[config.mk]
export PLATFORM = sky130hd
export DESIGN_NAME = video
export DESIGN_NICKNAME = d
export VERILOG_FILES = /design/src/rtl/wb_bus_pkg.sv /design/src/rtl/crtc_pkg.sv /design/src/rtl/video_crtc.sv /design/src/rtl/video_fetch.sv /design/src/rtl/video_dotgen.sv /design/src/rtl/video.sv
export VERILOG_INCLUDE_DIRS = /design/src /design/src/include
export SDC_FILE = /design/constraint.sdc
export NUM_CORES = 1
export LEC_CHECK = 0
export ABC_AREA = 1
export BUFFER_PORTS_ARGS = -buffer_cell sky130_fd_sc_hd__buf_2
export CORE_MARGIN = 4
export CORE_UTILIZATION = 45
export DETAILED_ROUTE_END_ITERATION = 6
export GPL_TIMING_DRIVEN = 0
export PLACE_DENSITY = 0.69
export SETUP_SLACK_MARGIN = 0.02
export SLEW_MARGIN = 20
export SYNTH_ARGS = -nofsm -noshare
export SYNTH_HDL_FRONTEND = slang
export SYNTH_SLANG_ARGS = --single-unit
export TNS_END_PERCENT = 10
[constraint.sdc]
create_clock -name wb_clock_i -period 6.6 [get_ports wb_clock_i]
set_clock_uncertainty 0.05 [all_clocks]
set_input_delay 1.32 -clock wb_clock_i [delete_from_list [all_inputs] [get_ports wb_clock_i]]
set_output_delay 1.32 -clock wb_clock_i [all_outputs]
set_load 0.05 [all_outputs]
[src/include/video_settings.svh]
/* Bus widths and memory map of the video subsystem.
   VRAM holds up to 2K codes and VROM offsets are 12 bits, so both windows fit in 17 bits */
`ifndef VIDEO_SETTINGS_SVH
`define VIDEO_SETTINGS_SVH

// Wishbone word address and data widths
`define WB_ADDR_WIDTH   17
`define DATA_WIDTH      8

// Memory windows seen by the fetch controller
`define VRAM_BASE       17'h08000
`define VROM_BASE       17'h10000

// CRTC register addresses, light pen pair included
`define CRTC_REG_COUNT  18

// Two character bytes per load
`define DOT_SR_WIDTH    16

`endif

[src/rtl/wb_bus_pkg.sv]
/* Types shared by the Wishbone controller and peripheral. Widths come from the settings header */
`include "video_settings.svh"

package wb_bus_pkg;

    typedef logic [`WB_ADDR_WIDTH-1:0] wb_addr_t;       // Word address on the bus
    typedef logic [`DATA_WIDTH-1:0]    wb_data_t;       // One byte per bus word

    // Fetch controller bus phases
    typedef enum logic [1:0] {
        IDLE,                                           // No cycle open
        REQ,                                            // Strobe out, waiting for stall low
        WAIT                                            // Request taken, waiting for ack
    } fetch_state_t;

    // Order of the four reads in a character burst
    typedef enum logic [1:0] {
        EVEN_RAM = 2'd0,                                // Even character code
        EVEN_ROM = 2'd1,                                // Even character pixels
        ODD_RAM  = 2'd2,                                // Odd character code
        ODD_ROM  = 2'd3                                 // Odd character pixels
    } fetch_slot_t;

endpackage

[src/rtl/crtc_pkg.sv]
/* CRTC address types and register indices. Cursor, light pen and interlace registers
   are stored but have no effect */
package crtc_pkg;

    typedef logic [13:0] crtc_ma_t;                     // MA12 inverts video, MA13 picks charset
    typedef logic [4:0]  crtc_ra_t;                     // Scanline within a character row
    typedef logic [4:0]  crtc_reg_idx_t;                // Value of the address register

    // Registers used by the timing logic
    localparam crtc_reg_idx_t R_H_TOTAL     = 5'd0;     // Characters per line minus one
    localparam crtc_reg_idx_t R_H_DISPLAYED = 5'd1;     // Visible characters per line
    localparam crtc_reg_idx_t R_H_SYNC_POS  = 5'd2;     // Hsync start column
    localparam crtc_reg_idx_t R_SYNC_WIDTH  = 5'd3;     // Low nibble is hsync width
    localparam crtc_reg_idx_t R_V_TOTAL     = 5'd4;     // Rows per frame minus one
    localparam crtc_reg_idx_t R_V_DISPLAYED = 5'd6;     // Visible rows
    localparam crtc_reg_idx_t R_V_SYNC_POS  = 5'd7;     // Vsync start row
    localparam crtc_reg_idx_t R_MAX_SCAN    = 5'd9;     // Scanlines per row minus one
    localparam crtc_reg_idx_t R_START_HI    = 5'd12;    // Frame start address, bits 13..8
    localparam crtc_reg_idx_t R_START_LO    = 5'd13;    // Frame start address, bits 7..0

endpackage

[src/rtl/video_crtc.sv]
/* 6545-style CRTC without cursor, light pen, interlace or status flags; status reads zero.
   The Wishbone port is read only and acks every request one cycle later */
`timescale 1ns/100ps
`include "video_settings.svh"

module video_crtc
    import wb_bus_pkg::*;
    import crtc_pkg::*;
(
    input  logic     wb_clock_i,
    input  logic     arst_n_i,
    input  wb_addr_t wb_addr_i,                         // Low 5 bits select the register
    input  logic     wb_cycle_i,
    input  logic     wb_strobe_i,
    output wb_data_t wb_data_o,                         // Valid with wb_ack_o
    output logic     wb_ack_o,
    input  logic     crtc_clk_en_i,                     // Character clock enable
    input  logic     crtc_cs_i,
    input  logic     crtc_we_i,                         // 1 = CPU write
    input  logic     crtc_rs_i,                         // 0 = address reg, 1 = data reg
    input  wb_data_t crtc_data_i,
    output wb_data_t crtc_data_o,
    output logic     crtc_data_oe_o,                    // CPU is reading
    output logic     h_sync_o,                          // Active high
    output logic     v_sync_o,                          // Active high
    output logic     de_o,
    output crtc_ma_t ma_o,
    output crtc_ra_t ra_o
);
    wb_data_t      regs [`CRTC_REG_COUNT];              // CPU programmed register file
    crtc_reg_idx_t addr_reg;
    logic [7:0]    h_count;                             // Character within the line
    crtc_ra_t      ra_count;
    logic [6:0]    row_count;                           // Character row within the frame
    logic [6:0]    next_row;
    crtc_ma_t      row_start;                           // MA of column 0 in this row
    logic [3:0]    vs_count;
    logic          vs_on;
    logic          line_end;
    logic          row_end;
    logic          frame_end;
    logic          vs_start;
    logic [7:0]    h_off;                               // Distance past hsync start

    // Unimplemented indices read back as zero
    function automatic wb_data_t reg_read(crtc_reg_idx_t idx);
        reg_read = (int'(idx) < `CRTC_REG_COUNT) ? regs[idx] : '0;
    endfunction

    // CPU write port
    always_ff @(posedge wb_clock_i or negedge arst_n_i) begin
        if (!arst_n_i) begin
            addr_reg <= '0;
            for (int i = 0; i < `CRTC_REG_COUNT; i++) begin
                regs[i] <= '0;
            end
        end else if (crtc_cs_i && crtc_we_i) begin
            if (!crtc_rs_i) begin
                addr_reg <= crtc_data_i[4:0];
            end else if (int'(addr_reg) < `CRTC_REG_COUNT) begin
                regs[addr_reg] <= crtc_data_i;
            end
        end
    end

    assign crtc_data_o    = crtc_rs_i ? reg_read(addr_reg) : '0;    // Status reads zero
    assign crtc_data_oe_o = crtc_cs_i && !crtc_we_i;

    assign line_end  = crtc_clk_en_i && (h_count == regs[R_H_TOTAL]);
    assign row_end   = line_end && (ra_count == regs[R_MAX_SCAN][4:0]);
    assign frame_end = row_end && (row_count == regs[R_V_TOTAL][6:0]);
    assign next_row  = frame_end ? 7'd0 : row_count + 7'd1;
    assign vs_start  = row_end && (next_row == regs[R_V_SYNC_POS][6:0]);

    // Horizontal, raster and row counters
    always_ff @(posedge wb_clock_i or negedge arst_n_i) begin
        if (!arst_n_i) begin
            h_count   <= '0;
            ra_count  <= '0;
            row_count <= '0;
            row_start <= '0;
        end else if (crtc_clk_en_i) begin
            h_count <= line_end ? 8'd0 : h_count + 8'd1;
            if (line_end) begin
                ra_count <= row_end ? 5'd0 : ra_count + 5'd1;
            end
            if (row_end) begin
                row_count <= next_row;
            end
            if (frame_end) begin
                row_start <= {regs[R_START_HI][5:0], regs[R_START_LO]};     // Reload frame start
            end else if (row_end) begin
                row_start <= row_start + {6'd0, regs[R_H_DISPLAYED]};       // Next text row
            end
        end
    end

    // Vsync lasts 16 scanlines from the first line of R_V_SYNC_POS
    always_ff @(posedge wb_clock_i or negedge arst_n_i) begin
        if (!arst_n_i) begin
            vs_on    <= 1'b0;
            vs_count <= '0;
        end else if (line_end) begin
            if (vs_start) begin
                vs_on    <= 1'b1;
                vs_count <= '0;
            end else if (vs_on) begin
                vs_count <= vs_count + 4'd1;
                if (vs_count == 4'd15) begin
                    vs_on <= 1'b0;
                end
            end
        end
    end

    assign h_off    = h_count - regs[R_H_SYNC_POS];
    assign h_sync_o = (h_count >= regs[R_H_SYNC_POS]) && (h_off < {4'd0, regs[R_SYNC_WIDTH][3:0]});
    assign v_sync_o = vs_on;
    assign de_o     = (h_count < regs[R_H_DISPLAYED]) && (row_count < regs[R_V_DISPLAYED][6:0]);
    assign ma_o     = row_start + crtc_ma_t'(h_count);
    assign ra_o     = ra_count;

    // Register read-back, one request per ack
    always_ff @(posedge wb_clock_i or negedge arst_n_i) begin
        if (!arst_n_i) begin
            wb_ack_o <= 1'b0;
        end else begin
            wb_ack_o <= wb_cycle_i && wb_strobe_i;
        end
    end

    always_ff @(posedge wb_clock_i) begin
        if (wb_cycle_i && wb_strobe_i) begin
            wb_data_o <= reg_read(crtc_reg_idx_t'(wb_addr_i[4:0]));
        end
    end

    // The management controller issues single reads, never back to back
    a_ack_single: assert property (@(posedge wb_clock_i) disable iff (!arst_n_i)
        wb_ack_o |=> !wb_ack_o);

endmodule

[src/rtl/video_fetch.sv]
/* Wishbone B4 pipelined reader, one request outstanding at a time.
   A character clock during a burst is ignored, so the burst must end within one character */
`timescale 1ns/100ps
`include "video_settings.svh"

module video_fetch
    import wb_bus_pkg::*;
    import crtc_pkg::*;
(
    input  logic                     wb_clock_i,
    input  logic                     arst_n_i,
    input  logic                     crtc_clk_en_i,    // Starts a burst
    input  logic                     col_80_mode_i,
    input  logic                     graphic_i,         // Charset select into VROM
    input  crtc_ma_t                 ma_i,
    input  crtc_ra_t                 ra_i,
    output wb_addr_t                 wb_addr_o,
    input  wb_data_t                 wb_data_i,
    output logic                     wb_we_o,
    output logic                     wb_cycle_o,
    output logic                     wb_strobe_o,
    input  logic                     wb_stall_i,
    input  logic                     wb_ack_i,
    output logic [`DOT_SR_WIDTH-1:0] pixels_o,          // {even ROM, odd ROM}
    output logic [1:0]               reverse_o          // {even, odd} code bit 7
);
    fetch_state_t state;
    fetch_slot_t  slot;
    wb_data_t     fetched [4];                          // Bytes indexed by slot
    wb_data_t     code;                                 // Code behind the current ROM read
    logic [10:0]  char_idx;

    always_comb begin
        code     = (slot == EVEN_ROM) ? fetched[EVEN_RAM] : fetched[ODD_RAM];
        char_idx = col_80_mode_i ? {ma_i[9:0], slot == ODD_RAM} : {1'b0, ma_i[9:0]};
        if (slot == EVEN_RAM || slot == ODD_RAM) begin
            wb_addr_o = `VRAM_BASE + wb_addr_t'(char_idx);
        end else begin
            wb_addr_o = `VROM_BASE + wb_addr_t'({ma_i[13], graphic_i, code[6:0], ra_i[2:0]});
        end
    end

    always_ff @(posedge wb_clock_i or negedge arst_n_i) begin
        if (!arst_n_i) begin
            state       <= IDLE;
            slot        <= EVEN_RAM;
            wb_cycle_o  <= 1'b0;
            wb_strobe_o <= 1'b0;
        end else begin
            case (state)
                IDLE: begin
                    if (crtc_clk_en_i) begin
                        wb_cycle_o  <= 1'b1;
                        wb_strobe_o <= 1'b1;
                        slot        <= EVEN_RAM;
                        state       <= REQ;
                    end
                end
                REQ: begin
                    if (!wb_stall_i) begin                  // Request accepted
                        wb_strobe_o <= 1'b0;
                        state       <= WAIT;
                    end
                end
                WAIT: begin
                    if (wb_ack_i) begin
                        if (slot == ODD_ROM) begin          // Burst done
                            wb_cycle_o <= 1'b0;
                            state      <= IDLE;
                        end else begin
                            slot        <= fetch_slot_t'(slot + 2'd1);
                            wb_strobe_o <= 1'b1;
                            state       <= REQ;
                        end
                    end
                end
                default: state <= IDLE;
            endcase
        end
    end

    always_ff @(posedge wb_clock_i) begin
        if (state == WAIT && wb_ack_i) begin
            fetched[slot] <= wb_data_i;
        end
    end

    assign wb_we_o   = 1'b0;                            // Read only master
    assign pixels_o  = {fetched[EVEN_ROM], fetched[ODD_ROM]};
    assign reverse_o = {fetched[EVEN_RAM][7], fetched[ODD_RAM][7]};

    a_strobe_in_cycle: assert property (@(posedge wb_clock_i) disable iff (!arst_n_i)
        wb_strobe_o |-> wb_cycle_o);

endmodule

[src/rtl/video_dotgen.sv]
/* Pixel shifter for two characters per load, MSB first.
   Reverse, inversion and blank are sampled with the pixels on load_sr_i */
`timescale 1ns/100ps
`include "video_settings.svh"

module video_dotgen (
    input  logic                     wb_clock_i,
    input  logic                     arst_n_i,
    input  logic                     pixel_clk_en_i,    // One shift per enable
    input  logic                     load_sr_i,
    input  logic [`DOT_SR_WIDTH-1:0] pixels_i,          // {even ROM, odd ROM}
    input  logic [1:0]               reverse_i,         // {even, odd}
    input  logic                     blank_i,
    input  logic                     invert_i,          // MA12, low inverts
    output logic                     video_o            // Active high dot
);
    localparam int CNT_W = $clog2(`DOT_SR_WIDTH);

    logic [`DOT_SR_WIDTH-1:0] shift_reg;
    logic [1:0]               reverse;
    logic                     invert;
    logic                     blank;
    logic [CNT_W-1:0]         shift_cnt;                // Shifts since load
    logic                     cur_reverse;

    always_ff @(posedge wb_clock_i or negedge arst_n_i) begin
        if (!arst_n_i) begin
            blank     <= 1'b1;                          // Dark until first load
            shift_cnt <= '0;
        end else if (load_sr_i) begin
            blank     <= blank_i;
            shift_cnt <= '0;
        end else if (pixel_clk_en_i) begin
            shift_cnt <= shift_cnt + 1'b1;
        end
    end

    always_ff @(posedge wb_clock_i) begin
        if (load_sr_i) begin
            shift_reg <= pixels_i;
            reverse   <= reverse_i;
            invert    <= invert_i;
        end else if (pixel_clk_en_i) begin
            shift_reg <= {shift_reg[`DOT_SR_WIDTH-2:0], 1'b0};
        end
    end

    // Odd character takes over in the second half
    assign cur_reverse = shift_cnt[CNT_W-1] ? reverse[0] : reverse[1];
    assign video_o     = blank ? 1'b0 : shift_reg[`DOT_SR_WIDTH-1] ^ cur_reverse ^ !invert;

endmodule

[src/rtl/video.sv]
/* Video top level. config_crt_i sets polarity: 0 = 12" CRT, 1 = 9" CRT.
   Syncs lag the CRTC by one load_sr1_i so they line up with the fetched pixels */
`timescale 1ns/100ps
`include "video_settings.svh"

module video
    import wb_bus_pkg::*;
    import crtc_pkg::*;
(
    input  logic     wb_clock_i,
    input  logic     arst_n_i,
    input  logic     clk8_en_i,                         // 40 column pixel rate
    input  logic     clk16_en_i,                        // 80 column pixel rate
    input  logic     load_sr1_i,                        // Dot shifter load
    input  logic     config_crt_i,
    input  logic     col_80_mode_i,
    input  logic     graphic_i,
    output wb_addr_t wb_addr_o,                         // Fetch master
    input  wb_data_t wb_data_i,
    output logic     wb_we_o,
    output logic     wb_cycle_o,
    output logic     wb_strobe_o,
    input  logic     wb_stall_i,
    input  logic     wb_ack_i,
    input  wb_addr_t wb_addr_i,                         // Register read-back port
    output wb_data_t wb_data_o,
    input  logic     wb_cycle_i,
    input  logic     wb_strobe_i,
    output logic     wb_ack_o,
    input  logic     crtc_clk_en_i,
    input  logic     crtc_cs_i,
    input  logic     crtc_we_i,
    input  logic     crtc_rs_i,
    input  wb_data_t crtc_data_i,
    output wb_data_t crtc_data_o,
    output logic     crtc_data_oe_o,
    output logic     h_sync_o,
    output logic     v_sync_o,
    output logic     video_o
);
    crtc_ma_t                 ma;
    crtc_ra_t                 ra;
    logic                     de;
    logic                     crtc_h_sync;
    logic                     crtc_v_sync;
    logic [`DOT_SR_WIDTH-1:0] pixels;
    logic [1:0]               reverse;
    logic                     pixel_clk_en;
    logic                     dot;

    video_crtc u_crtc (
        .wb_clock_i, .arst_n_i, .wb_addr_i, .wb_cycle_i, .wb_strobe_i, .wb_data_o, .wb_ack_o,
        .crtc_clk_en_i, .crtc_cs_i, .crtc_we_i, .crtc_rs_i, .crtc_data_i, .crtc_data_o,
        .crtc_data_oe_o,
        .h_sync_o (crtc_h_sync),
        .v_sync_o (crtc_v_sync),
        .de_o     (de),
        .ma_o     (ma),
        .ra_o     (ra)
    );

    video_fetch u_fetch (
        .wb_clock_i, .arst_n_i, .crtc_clk_en_i, .col_80_mode_i, .graphic_i,
        .ma_i      (ma),
        .ra_i      (ra),
        .wb_addr_o, .wb_data_i, .wb_we_o, .wb_cycle_o, .wb_strobe_o, .wb_stall_i, .wb_ack_i,
        .pixels_o  (pixels),
        .reverse_o (reverse)
    );

    assign pixel_clk_en = col_80_mode_i ? clk16_en_i : clk8_en_i;

    video_dotgen u_dotgen (
        .wb_clock_i, .arst_n_i,
        .pixel_clk_en_i (pixel_clk_en),
        .load_sr_i      (load_sr1_i),
        .pixels_i       (pixels),
        .reverse_i      (reverse),
        .blank_i        (!de || ra[3] || ra[4]),        // ROM has 8 scanlines only
        .invert_i       (ma[12]),
        .video_o        (dot)
    );

    // 9" wants active high sync, 12" active low
    always_ff @(posedge wb_clock_i or negedge arst_n_i) begin
        if (!arst_n_i) begin
            h_sync_o <= 1'b0;
            v_sync_o <= 1'b0;
        end else if (load_sr1_i) begin
            h_sync_o <= config_crt_i ^ !crtc_h_sync;
            v_sync_o <= config_crt_i ^ !crtc_v_sync;
        end
    end

    assign video_o = config_crt_i ^ dot;                // Active low on 9"

endmodule

==> results.py <==
metrics = {
    "drt": {
        "via_per_inst": 5.81,
        "ant_nets": 0,
        "drc": 0,
        "drt_iter0_drc": 1492,
        "num_vias": 13400,
        "wire_per_inst_um": 21.4,
        "drt-pass1-iter-count": 6,
        "routed_wl_um": 49400,
    },
    "finish": {
        "fillCellCount": 2963,
        "largest_reg_flops": 144,
        "area_growth_syn_to_layout_pct": 13.0,
        "multi_input_area_mm2": 0.00654,
        "final_area_mm2": 0.0162,
        "fin_util_pct": 51.5,
        "nets": 1979,
        "drive_gt1_share_pct": 7.47,
        "seq_area_mm2": 0.00683,
    },
    "pwr": {
        "pwr-share-comb_pct": 30.0,
        "p_int_w": 0.00327,
        "p_leak_nw": 7.25,
        "power_frac_seq_pct": 40.4,
        "switching_share_pct": 38.6,
        "p_switching_w": 0.00205,
        "clkPwrFrac_pct": 29.6,
        "irDropWorstVdd_uv": 226,
        "cellPowerDensity_mw_per_mm2": 328,
        "finalPower_w": 0.00532,
    },
    "placement": {
        "dp_hpwl_um": 37100,
        "gp_congestion": 0.987,
        "dpl_cell_area_mm2": 0.0153,
        "io_buffers": 71,
    },
    "clock_network": {
        "clockBufferDepth": 3,
        "path_clk_slew_ns": 0.06,
        "clk_latency_ns": 0.57,
        "cts_tree": "yes",
        "cts_sinks": 261,
        "postCtsSetupBuffers": 0,
        "htree_levels": 1,
        "cts_inserted_buffers": 29,
        "cts_hold_buf": 0,
        "cts_resized": 0,
        "root_buffer": "clkbuf_16",
    },
    "timing": {
        "period_share_pct": 74.4,
        "min_period_ns": 4.91,
        "setup_viol": 0,
        "grt_setup_unrepaired": "false",
        "relSlewSlack_pct": 35.4,
        "worst_pin_slew_ns": 0.962,
        "tns_ns": 0,
        "hold_violations": 0,
        "slew_violations": 0,
        "fmax_mhz": 204,
    },
    "synth": {
        "syn_area_mm2": 0.0143,
        "avgSynthCellArea_um2": 8.10,
        "synth_edf_count": 59,
        "synthDistinctLibCells": 43,
        "seq_area_frac_synth_pct": 47.6,
        "synthCells": 1771,
        "synth-main-ff-cell": "dfrtp_1",
        "synth-seq-cells": 261,
        "async_flop_share_pct": 77.4,
        "yosys_warnings": 0,
    },
    "flow_run": {
        "max-cap-violations": 0,
    },
    "setup_path": {
        "crit_fanout": 10,
        "path_cells": "inv_1 -> nor3_1 -> clkbuf_1 -> o21ai_0 -> a41oi_1 -> buf_2",
        "end_kind": "primary output",
        "cp-start-kind": "register",
        "worst_ep_arrival_time_ns": 3.54,
        "slowest_delay_ns": 0.78,
        "critPathRequiredTime_ns": 5.23,
        "crit_type": "register to primary output",
        "crit_slowest_cell": "nor3_1",
        "critPathTopFamily": "buffers and inverters",
        "cp.buffers_inverters": 3,
    },
    "global_route": {
        "overflow": 0,
        "track_usage_pct": 27.8,
        "first_global_vias": 12900,
        "antenna_found_initial": 1,
        "grt_start_max_net_pins": 94,
        "grt_pass1_wl_um": 75800,
    },
    "status": {
        "status": "complete, no violations",
    },
    "die": {
        "start_util_pct": 45.6,
        "die_h_um": 187,
        "die_w_um": 187,
        "die-area_mm2": 0.0348,
        "placementRows": 65,
        "core_region_area_mm2": 0.0315,
        "io-pin-count": 90,
    },
    "worst_hold_path": {
        "hold_class": "register to register",
    },
}
[through the flow]
| stage | std cells | hold WS [ns] | setup slack [ns] |
|---|---|---|---|
| floorplan | 1774 | 0.350 | 2.50 |
| global placement | 2247 | 0.354 | 0.686 |
| detailed placement | 2249 | 0.356 | 2.43 |
| CTS | 2303 | 0.370 | 1.82 |
| global route | 2303 | 0.391 | 1.58 |
| finish | 2305 | 0.372 | 1.69 |
[layout make-up]
| type | count | area share, % |
|---|---|---|
| Multi-Input combinational cell | 1257 | 40.3 |
| Buffer | 79 | 1.99 |
| Inverter | 177 | 4.10 |
| Timing Repair Buffer | 73 | 2.59 |
| Sequential cell | 261 | 42.1 |
| Clock inverter | 17 | 0.803 |
| Antenna cell | 2 | 0.0309 |
| Tap cell | 402 | 3.10 |
| Clock buffer | 37 | 4.91 |
[synth_stat cells, drive strengths merged, types with 20 or more instances]
| cell type | instances | area (um2) |
|---|---|---|
| a22oi | 20 | 150 |
| ha | 49 | 613 |
| o21ai | 313 | 1570 |
| edfxtp | 59 | 1770 |
| nand3 | 80 | 413 |
| nor2 | 95 | 389 |
| clkbuf | 68 | 255 |
| xor2 | 22 | 193 |
| nand2 | 446 | 1680 |
| dfrtp | 201 | 5030 |
| inv | 172 | 646 |
| a21oi | 95 | 475 |
| o22ai | 25 | 156 |
[power by group through the flow]
stage	clock network, W	logic [W]	registers [W]
after floorplan	0	0.00111	0.00208
after global placement	0	0.00152	0.00216
after CTS	0.00160	0.00157	0.00214
after detailed placement	0	0.00157	0.00216
final	0.00158	0.00159	0.00215
after global routing	0.00167	0.00178	0.00217
[metal layers]
layer | vias to the layer above | part of all wire, % | wire, um | GRT usage, %
met3 | 88 | 8.9 | 4420 | 4.41
li1 | 6209 | - | - | -
met2 | 632 | 44 | 22000 | 43.2
met4 | 2 | 2.7 | 1360 | 7.71
met1 | 6451 | 44 | 21600 | 40.8
met5 | - | 0.018 | 9 | 0
[cells in the final DEF, fill, tap and decap left out, types with 10 or more instances in the layout]
master       n
nor2_1      90
dfrtp_1    201
nor3_1      10
edfxtp_1    59
nand3_1     79
o211ai_1    16
nand2_1    444
clkinv_1    10
xor2_1      22
clkbuf_1    72
inv_1      166
clkbuf_16   29
ha_1        49
xnor2_1     13
a22oi_1     20
o221ai_1    16
a21oi_1     95
buf_2       73
o21ai_0    312
o22ai_1     25
[path summary, 6_finish.rpt]
| check | endpoint | start | slack (ns) | depth (start not counted) |
|---|---|---|---|---|
| worst max-delay path | crtc_data_o[4] | u_crtc.addr_reg[3] | 1.69 | 6 |
| worst min-delay path | u_dotgen.reverse[1] | u_fetch.fetched[0][7] | 0.37 | 0 |
| worst max register to register | u_crtc.row_start[5] | u_crtc.h_count[1] | 3.74 | 12 |
| worst min register to register | u_dotgen.reverse[1] | u_fetch.fetched[0][7] | 0.37 | 0 |
| max in group asynchronous | u_crtc.regs[97] | arst_n_i | 4.81 | 3 |
| min in group asynchronous | u_dotgen.shift_cnt[2] | arst_n_i | 0.54 | 1 |
[kinds of logic (layout without fill, tap and decap cells)]
| kind of cell | count (synthesis) | count (layout) | share of synthesized area [%] |
|---|---|---|---|
| AOI/OAI and AO/OA | 515 | 515 | 19.9 |
| xor gates and xnor gates | 35 | 35 | 2.14 |
| adders and majority gates | 52 | 52 | 4.69 |
| buffers and inverters | 256 | 383 | 6.88 |
| DFF | 261 | 261 | 47.6 |
| muxes | 9 | 9 | 0.628 |
| other | 1 | 6 | 0.0261 |
| and+or+nand+nor | 642 | 642 | 18.2 |
No activity file was read; power rests on OpenSTA's default activity.
